$ cat src/design/ctrl_pkg.sv
package ctrl_pkg;

        localparam int STEP_W = 6;

        // State durations in clock cycles
        localparam logic [STEP_W-1:0] FETCH_STEPS    = 6'd4;
        localparam logic [STEP_W-1:0] DECODE_STEPS   = 6'd2;
        localparam logic [STEP_W-1:0] ALU_STEPS      = 6'd2;
        localparam logic [STEP_W-1:0] SHIFT_STEPS    = 6'd3;
        localparam logic [STEP_W-1:0] MULT_STEPS     = 6'd33;
        localparam logic [STEP_W-1:0] DIV_STEPS      = 6'd34;
        localparam logic [STEP_W-1:0] MEM_ADDR_STEPS = 6'd4;
        localparam logic [STEP_W-1:0] EXC_STEPS      = 6'd4;

        typedef enum logic [5:0] {
                op_rtype = 6'h00, op_j  = 6'h02, op_jal = 6'h03, op_beq = 6'h04,
                op_bne   = 6'h05, op_lw = 6'h23, op_sw  = 6'h2b
        } opcode_e;

        typedef enum logic [5:0] {
                fn_sll  = 6'h00, fn_srl  = 6'h02, fn_sra  = 6'h03, fn_jr   = 6'h08,
                fn_brk  = 6'h0d, fn_mfhi = 6'h10, fn_mflo = 6'h12, fn_mult = 6'h18,
                fn_div  = 6'h1a, fn_add  = 6'h20, fn_sub  = 6'h22, fn_and  = 6'h24
        } funct_e;

        typedef enum logic [4:0] {
                st_fetch, st_decode, st_alu_add, st_alu_sub, st_alu_and,
                st_shift_sll, st_shift_srl, st_shift_sra, st_mult, st_div,
                st_mfhi, st_mflo, st_jr, st_beq, st_bne, st_branch_write,
                st_mem_addr, st_lw, st_sw, st_j, st_jal,
                st_exc_opcode, st_exc_overflow, st_exc_divzero, st_brk
        } state_e;

        typedef enum logic [2:0] {
                alu_load = 3'd0, alu_add = 3'd1, alu_sub = 3'd2, alu_and = 3'd3, alu_cmp = 3'd7
        } alu_op_e;

        typedef enum logic [1:0] {
                pc_alu_result, pc_alu_out, pc_jump_target, pc_exc_load
        } pc_src_e;

        typedef enum logic [1:0] {src_a_pc, src_a_reg_a, src_a_reg_b} alu_src_a_e;

        typedef enum logic [1:0] {
                src_b_reg_b, src_b_const_4, src_b_branch_offset, src_b_mem_offset
        } alu_src_b_e;

        typedef enum logic [2:0] {
                sh_idle, sh_load, sh_left_logical, sh_right_logical, sh_right_arith
        } sh_op_e;

        typedef enum logic [1:0] {dm_idle, dm_mult, dm_div} div_mult_e;

        // Exception vectors sit after the two normal address sources
        typedef enum logic [2:0] {
                iord_pc_addr, iord_alu_addr, iord_exc_opcode, iord_exc_overflow, iord_exc_divzero
        } iord_e;

        typedef enum logic [2:0] {dst_rt = 3'd0, dst_rd = 3'd1, dst_ra = 3'd4} reg_dst_e;

        typedef enum logic [2:0] {
                data_alu_out = 3'd0, data_mem_data = 3'd1, data_shifter = 3'd2,
                data_hi = 3'd3, data_lo = 3'd4, data_pc = 3'd6
        } reg_data_e;

        typedef struct packed {
                logic overflow;
                logic div_zero;
                logic eq;
        } alu_flags_t;

        typedef struct packed {
                pc_src_e    pc_src;
                alu_src_a_e alu_src_a;
                alu_src_b_e alu_src_b;
                alu_op_e    alu_op;
                sh_op_e     sh_op;
                div_mult_e  div_mult;
                iord_e      iord;
                reg_dst_e   reg_dst;
                reg_data_e  reg_data;
                logic       mem_wr;
                logic       ir_write;
                logic       pc_write;
                logic       bank_write;
                logic       epc_write;
                logic       a_write;
                logic       b_write;
                logic       alu_out_write;
                logic       lo_write;
                logic       hi_write;
                logic       mem_reg_write;
        } ctrl_word_t;

        typedef struct packed {
                state_e exec_state;
                state_e mem_state;
        } decode_t;

        function automatic logic [STEP_W-1:0] state_steps(state_e s);
                case (s)
                        st_fetch:                               return FETCH_STEPS;
                        st_decode:                              return DECODE_STEPS;
                        st_alu_add, st_alu_sub, st_alu_and:     return ALU_STEPS;
                        st_shift_sll, st_shift_srl, st_shift_sra: return SHIFT_STEPS;
                        st_mult:                                return MULT_STEPS;
                        st_div:                                 return DIV_STEPS;
                        st_mem_addr:                            return MEM_ADDR_STEPS;
                        st_exc_opcode, st_exc_overflow, st_exc_divzero: return EXC_STEPS;
                        default:                                return 6'd1;
                endcase
        endfunction

endpackage

$ cat src/design/control_unit.sv
`timescale 1ns/10ps

module control_unit (
        input  logic                 clk,
        input  logic                 reset,
        input  ctrl_pkg::opcode_e    op,
        input  ctrl_pkg::funct_e     funct,
        input  ctrl_pkg::alu_flags_t flags,
        output ctrl_pkg::ctrl_word_t ctrl
);

        ctrl_pkg::decode_t           dec;
        ctrl_pkg::state_e            state;
        logic [ctrl_pkg::STEP_W-1:0] step;
        logic                        last_step;

        instr_decoder u_decoder (
                .op        (op),
                .funct     (funct),
                .dec       (dec)
        );

        step_timer u_timer (
                .clk       (clk),
                .reset     (reset),
                .state     (state),
                .step      (step),
                .last_step (last_step)
        );

        ctrl_fsm u_fsm (
                .clk       (clk),
                .reset     (reset),
                .dec       (dec),
                .flags     (flags),
                .last_step (last_step),
                .state     (state)
        );

        ctrl_encoder u_encoder (
                .state     (state),
                .step      (step),
                .flags     (flags),
                .ctrl      (ctrl)
        );

endmodule

$ cat src/design/ctrl_encoder.sv
`timescale 1ns/10ps

module ctrl_encoder (
        input  ctrl_pkg::state_e              state,
        input  logic [ctrl_pkg::STEP_W-1:0]   step,
        input  ctrl_pkg::alu_flags_t          flags,
        output ctrl_pkg::ctrl_word_t          ctrl
);

        logic last;

        assign last = (step == ctrl_pkg::state_steps(state) - 1'b1);

        always_comb begin
                // Fetch selects give PC + 4 from the PC address
                ctrl           = '0;
                ctrl.pc_src    = ctrl_pkg::pc_alu_result;
                ctrl.alu_src_a = ctrl_pkg::src_a_pc;
                ctrl.alu_src_b = ctrl_pkg::src_b_const_4;
                ctrl.alu_op    = ctrl_pkg::alu_add;
                ctrl.iord      = ctrl_pkg::iord_pc_addr;
                case (state)
                        ctrl_pkg::st_fetch: begin
                                ctrl.ir_write = last;
                                ctrl.pc_write = last;
                        end
                        ctrl_pkg::st_decode: begin
                                // Branch target computed ahead of time
                                ctrl.alu_src_b     = ctrl_pkg::src_b_branch_offset;
                                ctrl.alu_out_write = (step == '0);
                                ctrl.a_write       = (step == '0);
                                ctrl.b_write       = (step == '0);
                        end
                        ctrl_pkg::st_alu_add, ctrl_pkg::st_alu_sub, ctrl_pkg::st_alu_and: begin
                                ctrl.alu_src_a     = ctrl_pkg::src_a_reg_a;
                                ctrl.alu_src_b     = ctrl_pkg::src_b_reg_b;
                                ctrl.alu_op        = (state == ctrl_pkg::st_alu_add) ?
                                                     ctrl_pkg::alu_add :
                                                     (state == ctrl_pkg::st_alu_sub) ?
                                                     ctrl_pkg::alu_sub : ctrl_pkg::alu_and;
                                ctrl.alu_out_write = !last;
                                ctrl.reg_dst       = ctrl_pkg::dst_rd;
                                ctrl.reg_data      = ctrl_pkg::data_alu_out;
                                // Overflow on add/sub drops the result
                                ctrl.bank_write    = last && !(flags.overflow &&
                                                               state != ctrl_pkg::st_alu_and);
                        end
                        ctrl_pkg::st_shift_sll, ctrl_pkg::st_shift_srl,
                        ctrl_pkg::st_shift_sra: begin
                                if (step == '0)
                                        ctrl.sh_op = ctrl_pkg::sh_load;
                                else if (!last)
                                        ctrl.sh_op = (state == ctrl_pkg::st_shift_sll) ?
                                                     ctrl_pkg::sh_left_logical :
                                                     (state == ctrl_pkg::st_shift_srl) ?
                                                     ctrl_pkg::sh_right_logical :
                                                     ctrl_pkg::sh_right_arith;
                                ctrl.reg_dst    = ctrl_pkg::dst_rd;
                                ctrl.reg_data   = ctrl_pkg::data_shifter;
                                ctrl.bank_write = last;
                        end
                        ctrl_pkg::st_mult: begin
                                ctrl.div_mult = last ? ctrl_pkg::dm_idle : ctrl_pkg::dm_mult;
                                ctrl.hi_write = last;
                                ctrl.lo_write = last;
                        end
                        ctrl_pkg::st_div: begin
                                ctrl.div_mult = last ? ctrl_pkg::dm_idle : ctrl_pkg::dm_div;
                                ctrl.hi_write = last && !flags.div_zero;
                                ctrl.lo_write = last && !flags.div_zero;
                        end
                        ctrl_pkg::st_mfhi, ctrl_pkg::st_mflo: begin
                                ctrl.reg_dst    = ctrl_pkg::dst_rd;
                                ctrl.reg_data   = (state == ctrl_pkg::st_mfhi) ?
                                                  ctrl_pkg::data_hi : ctrl_pkg::data_lo;
                                ctrl.bank_write = 1'b1;
                        end
                        ctrl_pkg::st_jr: begin
                                ctrl.alu_src_a = ctrl_pkg::src_a_reg_a;    // Pass rs through
                                ctrl.alu_op    = ctrl_pkg::alu_load;
                                ctrl.pc_write  = 1'b1;
                        end
                        ctrl_pkg::st_beq, ctrl_pkg::st_bne: begin
                                ctrl.alu_src_a = ctrl_pkg::src_a_reg_a;
                                ctrl.alu_src_b = ctrl_pkg::src_b_reg_b;
                                ctrl.alu_op    = ctrl_pkg::alu_cmp;
                        end
                        ctrl_pkg::st_branch_write: begin
                                ctrl.pc_src   = ctrl_pkg::pc_alu_out;
                                ctrl.pc_write = 1'b1;
                        end
                        ctrl_pkg::st_mem_addr: begin
                                ctrl.alu_src_a     = ctrl_pkg::src_a_reg_a;
                                ctrl.alu_src_b     = ctrl_pkg::src_b_mem_offset;
                                ctrl.alu_out_write = (step == '0);
                                if (step != '0)
                                        ctrl.iord = ctrl_pkg::iord_alu_addr;
                                ctrl.mem_reg_write = last;
                        end
                        ctrl_pkg::st_lw: begin
                                ctrl.iord       = ctrl_pkg::iord_alu_addr;
                                ctrl.reg_dst    = ctrl_pkg::dst_rt;
                                ctrl.reg_data   = ctrl_pkg::data_mem_data;
                                ctrl.bank_write = 1'b1;
                        end
                        ctrl_pkg::st_sw: begin
                                ctrl.iord   = ctrl_pkg::iord_alu_addr;
                                ctrl.mem_wr = 1'b1;
                        end
                        ctrl_pkg::st_jal: begin
                                ctrl.reg_dst    = ctrl_pkg::dst_ra;
                                ctrl.reg_data   = ctrl_pkg::data_pc;
                                ctrl.bank_write = 1'b1;
                        end
                        ctrl_pkg::st_j: begin
                                ctrl.pc_src   = ctrl_pkg::pc_jump_target;
                                ctrl.pc_write = 1'b1;
                        end
                        ctrl_pkg::st_exc_opcode, ctrl_pkg::st_exc_overflow,
                        ctrl_pkg::st_exc_divzero: begin
                                // EPC gets PC - 4 and the handler address comes from the vector
                                ctrl.alu_op        = ctrl_pkg::alu_sub;
                                ctrl.pc_src        = ctrl_pkg::pc_exc_load;
                                ctrl.iord          = (state == ctrl_pkg::st_exc_opcode) ?
                                                     ctrl_pkg::iord_exc_opcode :
                                                     (state == ctrl_pkg::st_exc_overflow) ?
                                                     ctrl_pkg::iord_exc_overflow :
                                                     ctrl_pkg::iord_exc_divzero;
                                ctrl.epc_write     = !last;
                                ctrl.mem_reg_write = !last;
                                ctrl.pc_write      = last;
                        end
                        default: begin
                                // brk keeps the fetch selects with all strobes low
                        end
                endcase
        end

endmodule

$ cat src/design/ctrl_fsm.sv
`timescale 1ns/10ps

module ctrl_fsm (
        input  logic                 clk,
        input  logic                 reset,
        input  ctrl_pkg::decode_t    dec,
        input  ctrl_pkg::alu_flags_t flags,
        input  logic                 last_step,
        output ctrl_pkg::state_e     state
);

        ctrl_pkg::state_e state_nxt;

        always_comb begin
                state_nxt = ctrl_pkg::st_fetch;         // Most states return to fetch
                case (state)
                        ctrl_pkg::st_fetch:  state_nxt = ctrl_pkg::st_decode;
                        ctrl_pkg::st_decode: state_nxt = dec.exec_state;
                        ctrl_pkg::st_alu_add,
                        ctrl_pkg::st_alu_sub: begin
                                if (flags.overflow)
                                        state_nxt = ctrl_pkg::st_exc_overflow;
                        end
                        ctrl_pkg::st_div: begin
                                if (flags.div_zero)
                                        state_nxt = ctrl_pkg::st_exc_divzero;
                        end
                        ctrl_pkg::st_beq: begin
                                if (flags.eq)
                                        state_nxt = ctrl_pkg::st_branch_write;
                        end
                        ctrl_pkg::st_bne: begin
                                if (!flags.eq)
                                        state_nxt = ctrl_pkg::st_branch_write;
                        end
                        ctrl_pkg::st_mem_addr: state_nxt = dec.mem_state;
                        ctrl_pkg::st_jal:      state_nxt = ctrl_pkg::st_j;     // Link, then jump
                        ctrl_pkg::st_brk:      state_nxt = ctrl_pkg::st_brk;
                        default:               state_nxt = ctrl_pkg::st_fetch;
                endcase
        end

        always_ff @(posedge clk) begin
                if (reset) begin
                        state <= ctrl_pkg::st_fetch;
                end else if (last_step) begin
                        state <= state_nxt;
                end
        end

endmodule

$ cat src/design/instr_decoder.sv
`timescale 1ns/10ps

module instr_decoder (
        input  ctrl_pkg::opcode_e op,
        input  ctrl_pkg::funct_e  funct,
        output ctrl_pkg::decode_t dec
);

        always_comb begin
                dec.exec_state = ctrl_pkg::st_exc_opcode;
                case (op)
                        ctrl_pkg::op_rtype: begin
                                case (funct)
                                        ctrl_pkg::fn_add:  dec.exec_state = ctrl_pkg::st_alu_add;
                                        ctrl_pkg::fn_sub:  dec.exec_state = ctrl_pkg::st_alu_sub;
                                        ctrl_pkg::fn_and:  dec.exec_state = ctrl_pkg::st_alu_and;
                                        ctrl_pkg::fn_sll:  dec.exec_state = ctrl_pkg::st_shift_sll;
                                        ctrl_pkg::fn_srl:  dec.exec_state = ctrl_pkg::st_shift_srl;
                                        ctrl_pkg::fn_sra:  dec.exec_state = ctrl_pkg::st_shift_sra;
                                        ctrl_pkg::fn_mult: dec.exec_state = ctrl_pkg::st_mult;
                                        ctrl_pkg::fn_div:  dec.exec_state = ctrl_pkg::st_div;
                                        ctrl_pkg::fn_mfhi: dec.exec_state = ctrl_pkg::st_mfhi;
                                        ctrl_pkg::fn_mflo: dec.exec_state = ctrl_pkg::st_mflo;
                                        ctrl_pkg::fn_jr:   dec.exec_state = ctrl_pkg::st_jr;
                                        ctrl_pkg::fn_brk:  dec.exec_state = ctrl_pkg::st_brk;
                                        default:           dec.exec_state = ctrl_pkg::st_exc_opcode;
                                endcase
                        end
                        ctrl_pkg::op_beq: dec.exec_state = ctrl_pkg::st_beq;
                        ctrl_pkg::op_bne: dec.exec_state = ctrl_pkg::st_bne;
                        ctrl_pkg::op_lw,
                        ctrl_pkg::op_sw:  dec.exec_state = ctrl_pkg::st_mem_addr;
                        ctrl_pkg::op_j:   dec.exec_state = ctrl_pkg::st_j;
                        ctrl_pkg::op_jal: dec.exec_state = ctrl_pkg::st_jal;
                        default:          dec.exec_state = ctrl_pkg::st_exc_opcode;
                endcase
        end

        // Only read after mem_addr, so lw is a safe fallback
        assign dec.mem_state = (op == ctrl_pkg::op_sw) ? ctrl_pkg::st_sw : ctrl_pkg::st_lw;

endmodule

$ cat src/design/step_timer.sv
`timescale 1ns/10ps

module step_timer (
        input  logic                          clk,
        input  logic                          reset,
        input  ctrl_pkg::state_e              state,
        output logic [ctrl_pkg::STEP_W-1:0]   step,
        output logic                          last_step
);

        logic [ctrl_pkg::STEP_W-1:0] dur;

        assign dur = ctrl_pkg::state_steps(state);

        // brk parks the counter at 0 with last_step held
        assign last_step = (state == ctrl_pkg::st_brk) || (step == dur - 1'b1);

        always_ff @(posedge clk) begin
                if (reset) begin
                        step <= '0;
                end else if (last_step) begin
                        step <= '0;             // Wrap with the state change
                end else begin
                        step <= step + 1'b1;
                end
        end

endmodule

$ cat config.mk
export PLATFORM = sky130hd
export DESIGN_NAME = control_unit
export DESIGN_NICKNAME = d
export VERILOG_FILES = /design/src/design/ctrl_pkg.sv /design/src/design/control_unit.sv /design/src/design/ctrl_encoder.sv /design/src/design/ctrl_fsm.sv /design/src/design/instr_decoder.sv /design/src/design/step_timer.sv
export SDC_FILE = /design/constraint.sdc
export NUM_CORES = 1
export LEC_CHECK = 0
export BUFFER_PORTS_ARGS = -buffer_cell sky130_fd_sc_hd__buf_2
export CAP_MARGIN = 20
export CORE_MARGIN = 3
export CORE_UTILIZATION = 35
export CTS_CLUSTER_SIZE = 8
export DETAILED_ROUTE_END_ITERATION = 12
export PLACE_DENSITY_LB_ADDON = 0.3
export SKIP_CTS_REPAIR_TIMING = 1
export SLEW_MARGIN = 15
export SYNTH_ARGS = -nofsm -noshare
export SYNTH_HDL_FRONTEND = slang
export SYNTH_HIERARCHICAL = 1
export SYNTH_SLANG_ARGS = --single-unit
$ cat constraint.sdc
create_clock -name clk -period 3.9 [get_ports clk]
set_clock_uncertainty 0.2 [all_clocks]
set_input_delay 0.195 -clock clk [delete_from_list [all_inputs] [get_ports clk]]
set_output_delay 0.195 -clock clk [all_outputs]
set_load 0.02 [all_outputs]
==> flow_metrics.py, run 1 <==
metrics = {
    "sta": {
        "setup_tns_after_final_layout_ns": 0,
        "final_min_period_over_clock_period_pct": 92.8,
        "timing_hold_violations_final": 0,
        "slew_violations": 0,
        "slew-limit-headroom_pct": 53.9,
        "minimum_hold_slack_ns": 0.102,
        "setup_viol": 0,
        "final.min_clock_period_ns": 3.62,
        "clock.fmax_ghz": 0.276,
        "rsz0062_at_grt": "false",
        "worst_pin_slew_ns": 0.685,
    },
    "hold_path": {
        "hp-class": "input port to flip-flop",
        "min_from": "reset",
    },
    "yosys": {
        "mappedNetlistArea_um2": 2110,
        "synthesis.yosys.warnings": 6,
        "post_synth_most_frequent_cells": "sky130_fd_sc_hd__nor2_1, sky130_fd_sc_hd__nand2_1, sky130_fd_sc_hd__nor3_1",
        "synth-seq-area-share_pct": 10.4,
        "synth_top_area_cell": "sky130_fd_sc_hd__dfxtp_1",
        "yosys.cell_types.count": 72,
        "syn_inst": 304,
        "muxShareOfSynthArea_pct": 1.19,
        "dominant_cell_by_count_in_the_synthesized_netlist": "sky130_fd_sc_hd__nor2_1",
        "synth_xor_xnor_area_share_pct": 7.06,
        "syn_area_per_cell_um2": 6.94,
        "async_flop_share_pct": 0,
        "synth_top_area_share_pct": 10.4,
        "synth-adder-area-share_pct": 2.97,
        "fraction_of_the_mapped_netlist_area_in_compound_gates_pct": 27.4,
        "synth_edf_count": 0,
        "largest_family_of_logic_cells_by_synthesized_area": "simple AND/OR/NAND/NOR gates",
        "yosys.area_share.simple_pct": 41.1,
        "synth_seq_cells": 11,
        "synth_top_cells_by_area": "sky130_fd_sc_hd__dfxtp_1, sky130_fd_sc_hd__nor2_1, sky130_fd_sc_hd__xnor2_1",
        "synth_top_flop_cell": "sky130_fd_sc_hd__dfxtp_1",
    },
    "routing": {
        "routed-via-count": 2363,
        "drt-wirelength-per-cell_um": 13.6,
        "drtPass1Iterations": 4,
        "finalWirelength_um": 5630,
        "drt_iter0_drc": 149,
        "viasPerCell": 5.72,
        "route.detailed.drc": 0,
        "antenna_left": 0,
    },
    "floorplan": {
        "die_height_um": 83.6,
        "top_level_ports": 51,
        "fp.dieArea_um2": 6990,
        "core_um2": 5680,
        "row_count": 27,
        "die_width_um": 83.6,
        "initial_core_util_pct": 37.1,
    },
    "worst_setup_path": {
        "crit_chain": "o21ai_0, a22oi_1, nand2_1, ha_1, ha_1, xnor2_1, nor2_1, and3_1, mux2_4, or2_1, inv_1, nor4_2, nor4_1, a311oi_1",
        "worst_path_dominant_cell_family": "simple AND/OR/NAND/NOR gates",
        "critPathSlowestCell": "sky130_fd_sc_hd__dfxtp_1",
        "critPathRequiredTime_ns": 3.84,
        "cpPeakStageDelay_ns": 0.56,
        "worstSetupStartpoint": "u_fsm/state[2]",
        "crit_path_frequent_cell": "sky130_fd_sc_hd__ha_1",
        "crit_path_end_kind": "flip-flop",
        "worstSetupPathType": "flip-flop to flip-flop",
        "timing.rr.start": "u_fsm/state[2]",
        "worstSetupStartpointType": "flip-flop",
        "critPathMaxFanout": 13,
        "critical_path_buffers_and_inverters": 1,
        "cp.arrival_ns": 3.56,
    },
    "pwr": {
        "peakVddDrop_uv": 114,
        "cellPowerDensity_nw_per_um2": 251,
        "leakage_nw": 0.962,
    },
    "placement": {
        "detailed_placement_hpwl_um": 4290,
        "place.port_buffers": 48,
        "dpl_cell_area_um2": 2360,
        "globalplace.congestion": 0.878,
    },
    "cells_and_area": {
        "fill_cells": 616,
        "postLayoutCellArea_um2": 2410,
        "final_net_count": 364,
        "layout-drive-gt1-share_pct": 24.9,
        "area_growth_pct": 14.4,
        "antenna_cells": 0,
    },
    "cts": {
        "cts_inserted_buffers": 3,
        "clk-insertion-delay-late_ns": 0.24,
        "numClockSinks": 11,
        "clockBufferDepth": 2,
        "tritoncts_clock_tree": "yes",
        "htree_num_levels": 1,
        "path_clk_slew_ns": 0.05,
        "root_buffer": "sky130_fd_sc_hd__clkbuf_8",
    },
    "global_routing": {
        "grtUsageTotal_pct": 15.7,
        "gr-total-overflow": 0,
        "number_of_antenna_violations_at_the_first_check_in_global_routing": 0,
        "grt_pass1_vias": 2116,
        "grt_pass1_wl_um": 9540,
        "largest_net_degree_at_the_start_of_global_routing": 29,
    },
    "job": {
        "max_cap_viol": 0,
    },
    "run_status": {
        "run_status": "finished, final reports clean",
    },
}
## layer usage
layer	track usage, %	share of wire, %	wire, µm
met5	0	0	0
met4	2.92	0.64	36
met3	2.67	5.2	294
met2	26.2	47	2650
met1	21.2	47	2650
## report_power, final
| group | switching, mW | internal, mW | total (mW) | leakage, nW |
|---|---|---|---|---|
| Sequential | 0.0184 | 0.123 | 0.141 | 0.0902 |
| Clock | 0.0441 | 0.0719 | 0.116 | 0.0228 |
| Combinational | 0.203 | 0.145 | 0.348 | 0.849 |
| Total | 0.265 | 0.340 | 0.606 | 0.962 |
## through the flow
step	power [mW]	setup slack (ns)	util, %	std cells
final	0.606	0.280	42.5	413
after global routing	0.655	0.0202	42.5	413
after CTS	0.603	0.0686	42.3	413
after detailed placement	0.484	0.256	41.5	409
after global placement	0.481	0.365	41.5	409
after floorplan	0.410	0.466	-	306
## cell type report
| type | instances | area (µm²) | share of cell area [%] |
|---|---|---|---|
| Clock buffer | 4 | 45.0 | 1.87 |
| Inverter | 9 | 33.8 | 1.40 |
| Multi-Input combinational cell | 259 | 1710 | 70.7 |
| Sequential cell | 11 | 223 | 9.23 |
| Tap cell | 72 | 90.1 | 3.73 |
| Timing Repair Buffer | 58 | 315 | 13.1 |
## kinds of logic (layout without fill, tap and decap cells)
logic type / count (synthesis) / after routing
buf+inv: 36 / 71
flops: 11 / 11
compound gates: 80 / 80
simple gates: 150 / 150
other cells: 3 / 5
fa+ha+maj: 5 / 5
mux: 2 / 2
xor+xnor: 17 / 17
## cells in the final DEF (no fill, tap or decap), types with 6 or more instances in the layout
master and instances:
sky130_fd_sc_hd__a31oi_1 6, sky130_fd_sc_hd__buf_4 10, sky130_fd_sc_hd__dfxtp_1 9, sky130_fd_sc_hd__nand3_1 7, sky130_fd_sc_hd__xnor2_1 11, sky130_fd_sc_hd__buf_2 48, sky130_fd_sc_hd__xor2_1 6, sky130_fd_sc_hd__o22ai_1 6
sky130_fd_sc_hd__and3_1 6, sky130_fd_sc_hd__nand2b_1 11, sky130_fd_sc_hd__nand2_1 18, sky130_fd_sc_hd__inv_1 8, sky130_fd_sc_hd__o21ai_0 12, sky130_fd_sc_hd__nor3_1 16, sky130_fd_sc_hd__nor4_1 13, sky130_fd_sc_hd__nor2_1 38
sky130_fd_sc_hd__a21oi_1 14
## registers in the layout, indices dropped and copies added (netlist names)
register      cells
u_fsm/state       5
u_timer/step      6
## worst paths after layout
path	end	slack, ns	cells after the start
setup / recovery	u_fsm/state[1]	0.28	14
hold / removal	u_fsm/state[4]	0.10	2
setup reg to reg	u_fsm/state[1]	0.28	14
hold reg to reg	u_timer/step[0]	0.40	1
No activity file was read; power rests on OpenSTA's default activity.
==> inputs of run 2 (changes only) <==
==> constraint.sdc (replaced) <==
create_clock -name clk -period 4.65 [get_ports clk]
set_clock_uncertainty 0.2 [all_clocks]
set_input_delay 0.2325 -clock clk [delete_from_list [all_inputs] [get_ports clk]]
set_output_delay 0.2325 -clock clk [all_outputs]
set_load 0.02 [all_outputs]
==> run 2 against run 1 <==
Effect of this change:
- first-iteration DRC count rose by 1.3%
- final area fell by 1.3%
- core utilization fell by 0.57 points
- total power is 18% lower
- register-to-register slack improved by 0.36 ns
- critical path depth fell by 2
- non-clock buffer count fell by 3
- die area is the same
- routed wire length is 3.5% higher
- clock-buffer cell count is the same
- flip-flop and latch count unchanged
- largest cell class unchanged
- via count increased by 0.72%
==> flow_metrics.py, run 2 (synthesis gave the netlist of run 1 again) <==
metrics = {
    "run_status": {
        "run_status": "finished, final reports clean",
    },
    "sta": {
        "rsz0062_at_grt": "false",
        "final_min_period_over_clock_period_pct": 87.7,
        "clock.fmax_ghz": 0.245,
        "slew-limit-headroom_pct": 48.9,
        "slew_violations": 0,
        "worst_pin_slew_ns": 0.766,
        "final.min_clock_period_ns": 4.08,
        "timing_hold_violations_final": 0,
        "setup_viol": 0,
        "setup_tns_after_final_layout_ns": 0,
    },
    "global_routing": {
        "grt_pass1_wl_um": 9870,
        "grtUsageTotal_pct": 16.2,
        "met3_usage_pct": 1.97,
        "gr-total-overflow": 0,
        "grt_pass1_vias": 2076,
        "global_route.usage.met1_pct": 23.1,
        "met2_usage_pct": 25.9,
        "layer_carrying_the_most_global_route_usage": "met2",
        "largest_net_degree_at_the_start_of_global_routing": 26,
        "number_of_antenna_violations_at_the_first_check_in_global_routing": 0,
    },
    "routing": {
        "drtPass1Iterations": 5,
        "antenna_left": 0,
        "drt_iter0_drc": 151,
        "routed-via-count": 2380,
        "drt-wirelength-per-cell_um": 14.2,
        "viasPerCell": 5.80,
        "finalWirelength_um": 5830,
        "route.detailed.drc": 0,
    },
    "job": {
        "max_cap_viol": 0,
    },
    "worst_setup_path": {
        "cp_num_cells": 12,
        "endpoint_of_the_worst_setup_timing_path": "ctrl[8]",
        "crit_chain": "or3b_4, o22ai_2, or2_2, ha_1, ha_1, xor2_1, nor4_1, nand2_1, a21oi_2, a32o_1, a22o_1, buf_2",
        "rr_endpoint": "u_fsm/state[1]",
        "critPathMaxFanout": 23,
        "critical_path_buffers_and_inverters": 1,
        "critPathRequiredTime_ns": 4.22,
        "worst_path_dominant_cell_family": "simple AND/OR/NAND/NOR gates",
        "timing.rr.start": "u_fsm/state[1]",
        "crit_path_frequent_cell": "sky130_fd_sc_hd__ha_1",
        "worstSetupStartpointType": "flip-flop",
        "critPathSlowestCell": "sky130_fd_sc_hd__dfxtp_1",
        "worst-r2r-setup-slack_ns": 0.64,
        "worst_r2r_path_depth": 14,
        "cp.arrival_ns": 3.65,
        "crit_path_end_kind": "output port",
        "worstSetupPathType": "flip-flop to output port",
        "worstSetupStartpoint": "u_fsm/state[1]",
        "cpPeakStageDelay_ns": 0.81,
    },
    "cells_and_area": {
        "top_register": "u_timer/step",
        "layout-drive-gt1-share_pct": 23.7,
        "final_common_cell": "sky130_fd_sc_hd__buf_2",
        "largestRegisters": "u_timer/step x6, u_fsm/state x5",
        "multi_input_comb_area_um2": 1700,
        "postLayoutCoreUtil_pct": 41.9,
        "seq_area_um2": 220,
        "antenna_cells": 0,
        "fill_cells": 597,
        "most-common-layout-cells": "sky130_fd_sc_hd__buf_2, sky130_fd_sc_hd__nor2_1, sky130_fd_sc_hd__nand2_1",
        "largest_register_ffs": 6,
        "final_net_count": 361,
        "area_growth_pct": 12.9,
    },
    "floorplan": {
        "core_um2": 5680,
        "row_count": 27,
        "top_level_ports": 51,
        "die_height_um": 83.6,
        "initial_core_util_pct": 37.1,
        "fp.dieArea_um2": 6990,
        "die_width_um": 83.6,
    },
    "cts": {
        "clockBufferDepth": 2,
        "htree_num_levels": 1,
        "clk-insertion-delay-late_ns": 0.24,
        "numClockSinks": 11,
        "tritoncts_clock_tree": "yes",
        "cts_inserted_buffers": 3,
        "root_buffer": "sky130_fd_sc_hd__clkbuf_8",
        "path_clk_slew_ns": 0.05,
    },
    "pwr": {
        "leakage_nw": 0.944,
        "peakVddDrop_uv": 131,
        "cellPowerDensity_nw_per_um2": 209,
    },
    "placement": {
        "detailed_placement_hpwl_um": 4330,
        "place.port_buffers": 48,
        "globalplace.congestion": 0.856,
    },
    "hold_path": {
        "hp-class": "input port to flip-flop",
    },
}
-- run 2: cell count changes in the layout (fill, tap and decap cells not counted), sizes merged --
cell / delta
buf: -3
-- run 2: how the worst min path moves through the flow --
stage | slack, ns | cells after the start | end | startpoint
floorplan | 0.1 | 1 | u_fsm/state[4] | reset
global placement | 0.39 | 2 | u_fsm/state[4] | reset
detailed placement | 0.40 | 2 | u_fsm/state[4] | reset
CTS | 0.14 | 2 | u_fsm/state[4] | reset
global route | 0.17 | 2 | u_fsm/state[0] | reset
finish | 0.15 | 2 | u_fsm/state[4] | reset
-- run 2: power by group --
part           internal (mW)  leakage (nW)  switching, mW  total, mW
clock network         0.0602        0.0228         0.0358     0.0959
logic                  0.116         0.832          0.160      0.275
registers              0.103        0.0892         0.0228      0.126
total                  0.279         0.944          0.218      0.497
-- run 2: cell type report --
cell class,count,area share [%]
well taps,72,3.79
inverters,9,1.42
clock buffers,4,1.89
multi-input cells,259,71.3
repair buffers,55,12.3
flip-flops and latches,11,9.25
-- run 2: metrics by stage --
step | hold slack, ns | instance area (µm²) | instances | power [mW] | setup WS [ns]
4_1_cts | 0.141 | 2380 | 410 | 0.497 | 0.577
6_report | 0.152 | 2380 | 410 | 0.497 | 0.572
2_1_floorplan | 0.0987 | 2120 | 306 | 0.344 | 1.18
5_1_grt | 0.168 | 2380 | 410 | 0.539 | 0.205
3_5_place_dp | 0.398 | 2330 | 406 | 0.398 | 0.725
3_3_place_gp | 0.392 | 2330 | 406 | 0.397 | 0.749
-- run 2: metal layers --
metal,vias to the layer above,routed length (µm)
li1,1188,-
met1,1115,2690
met2,71,2770
met3,6,318
met4,0,48
met5,-,0
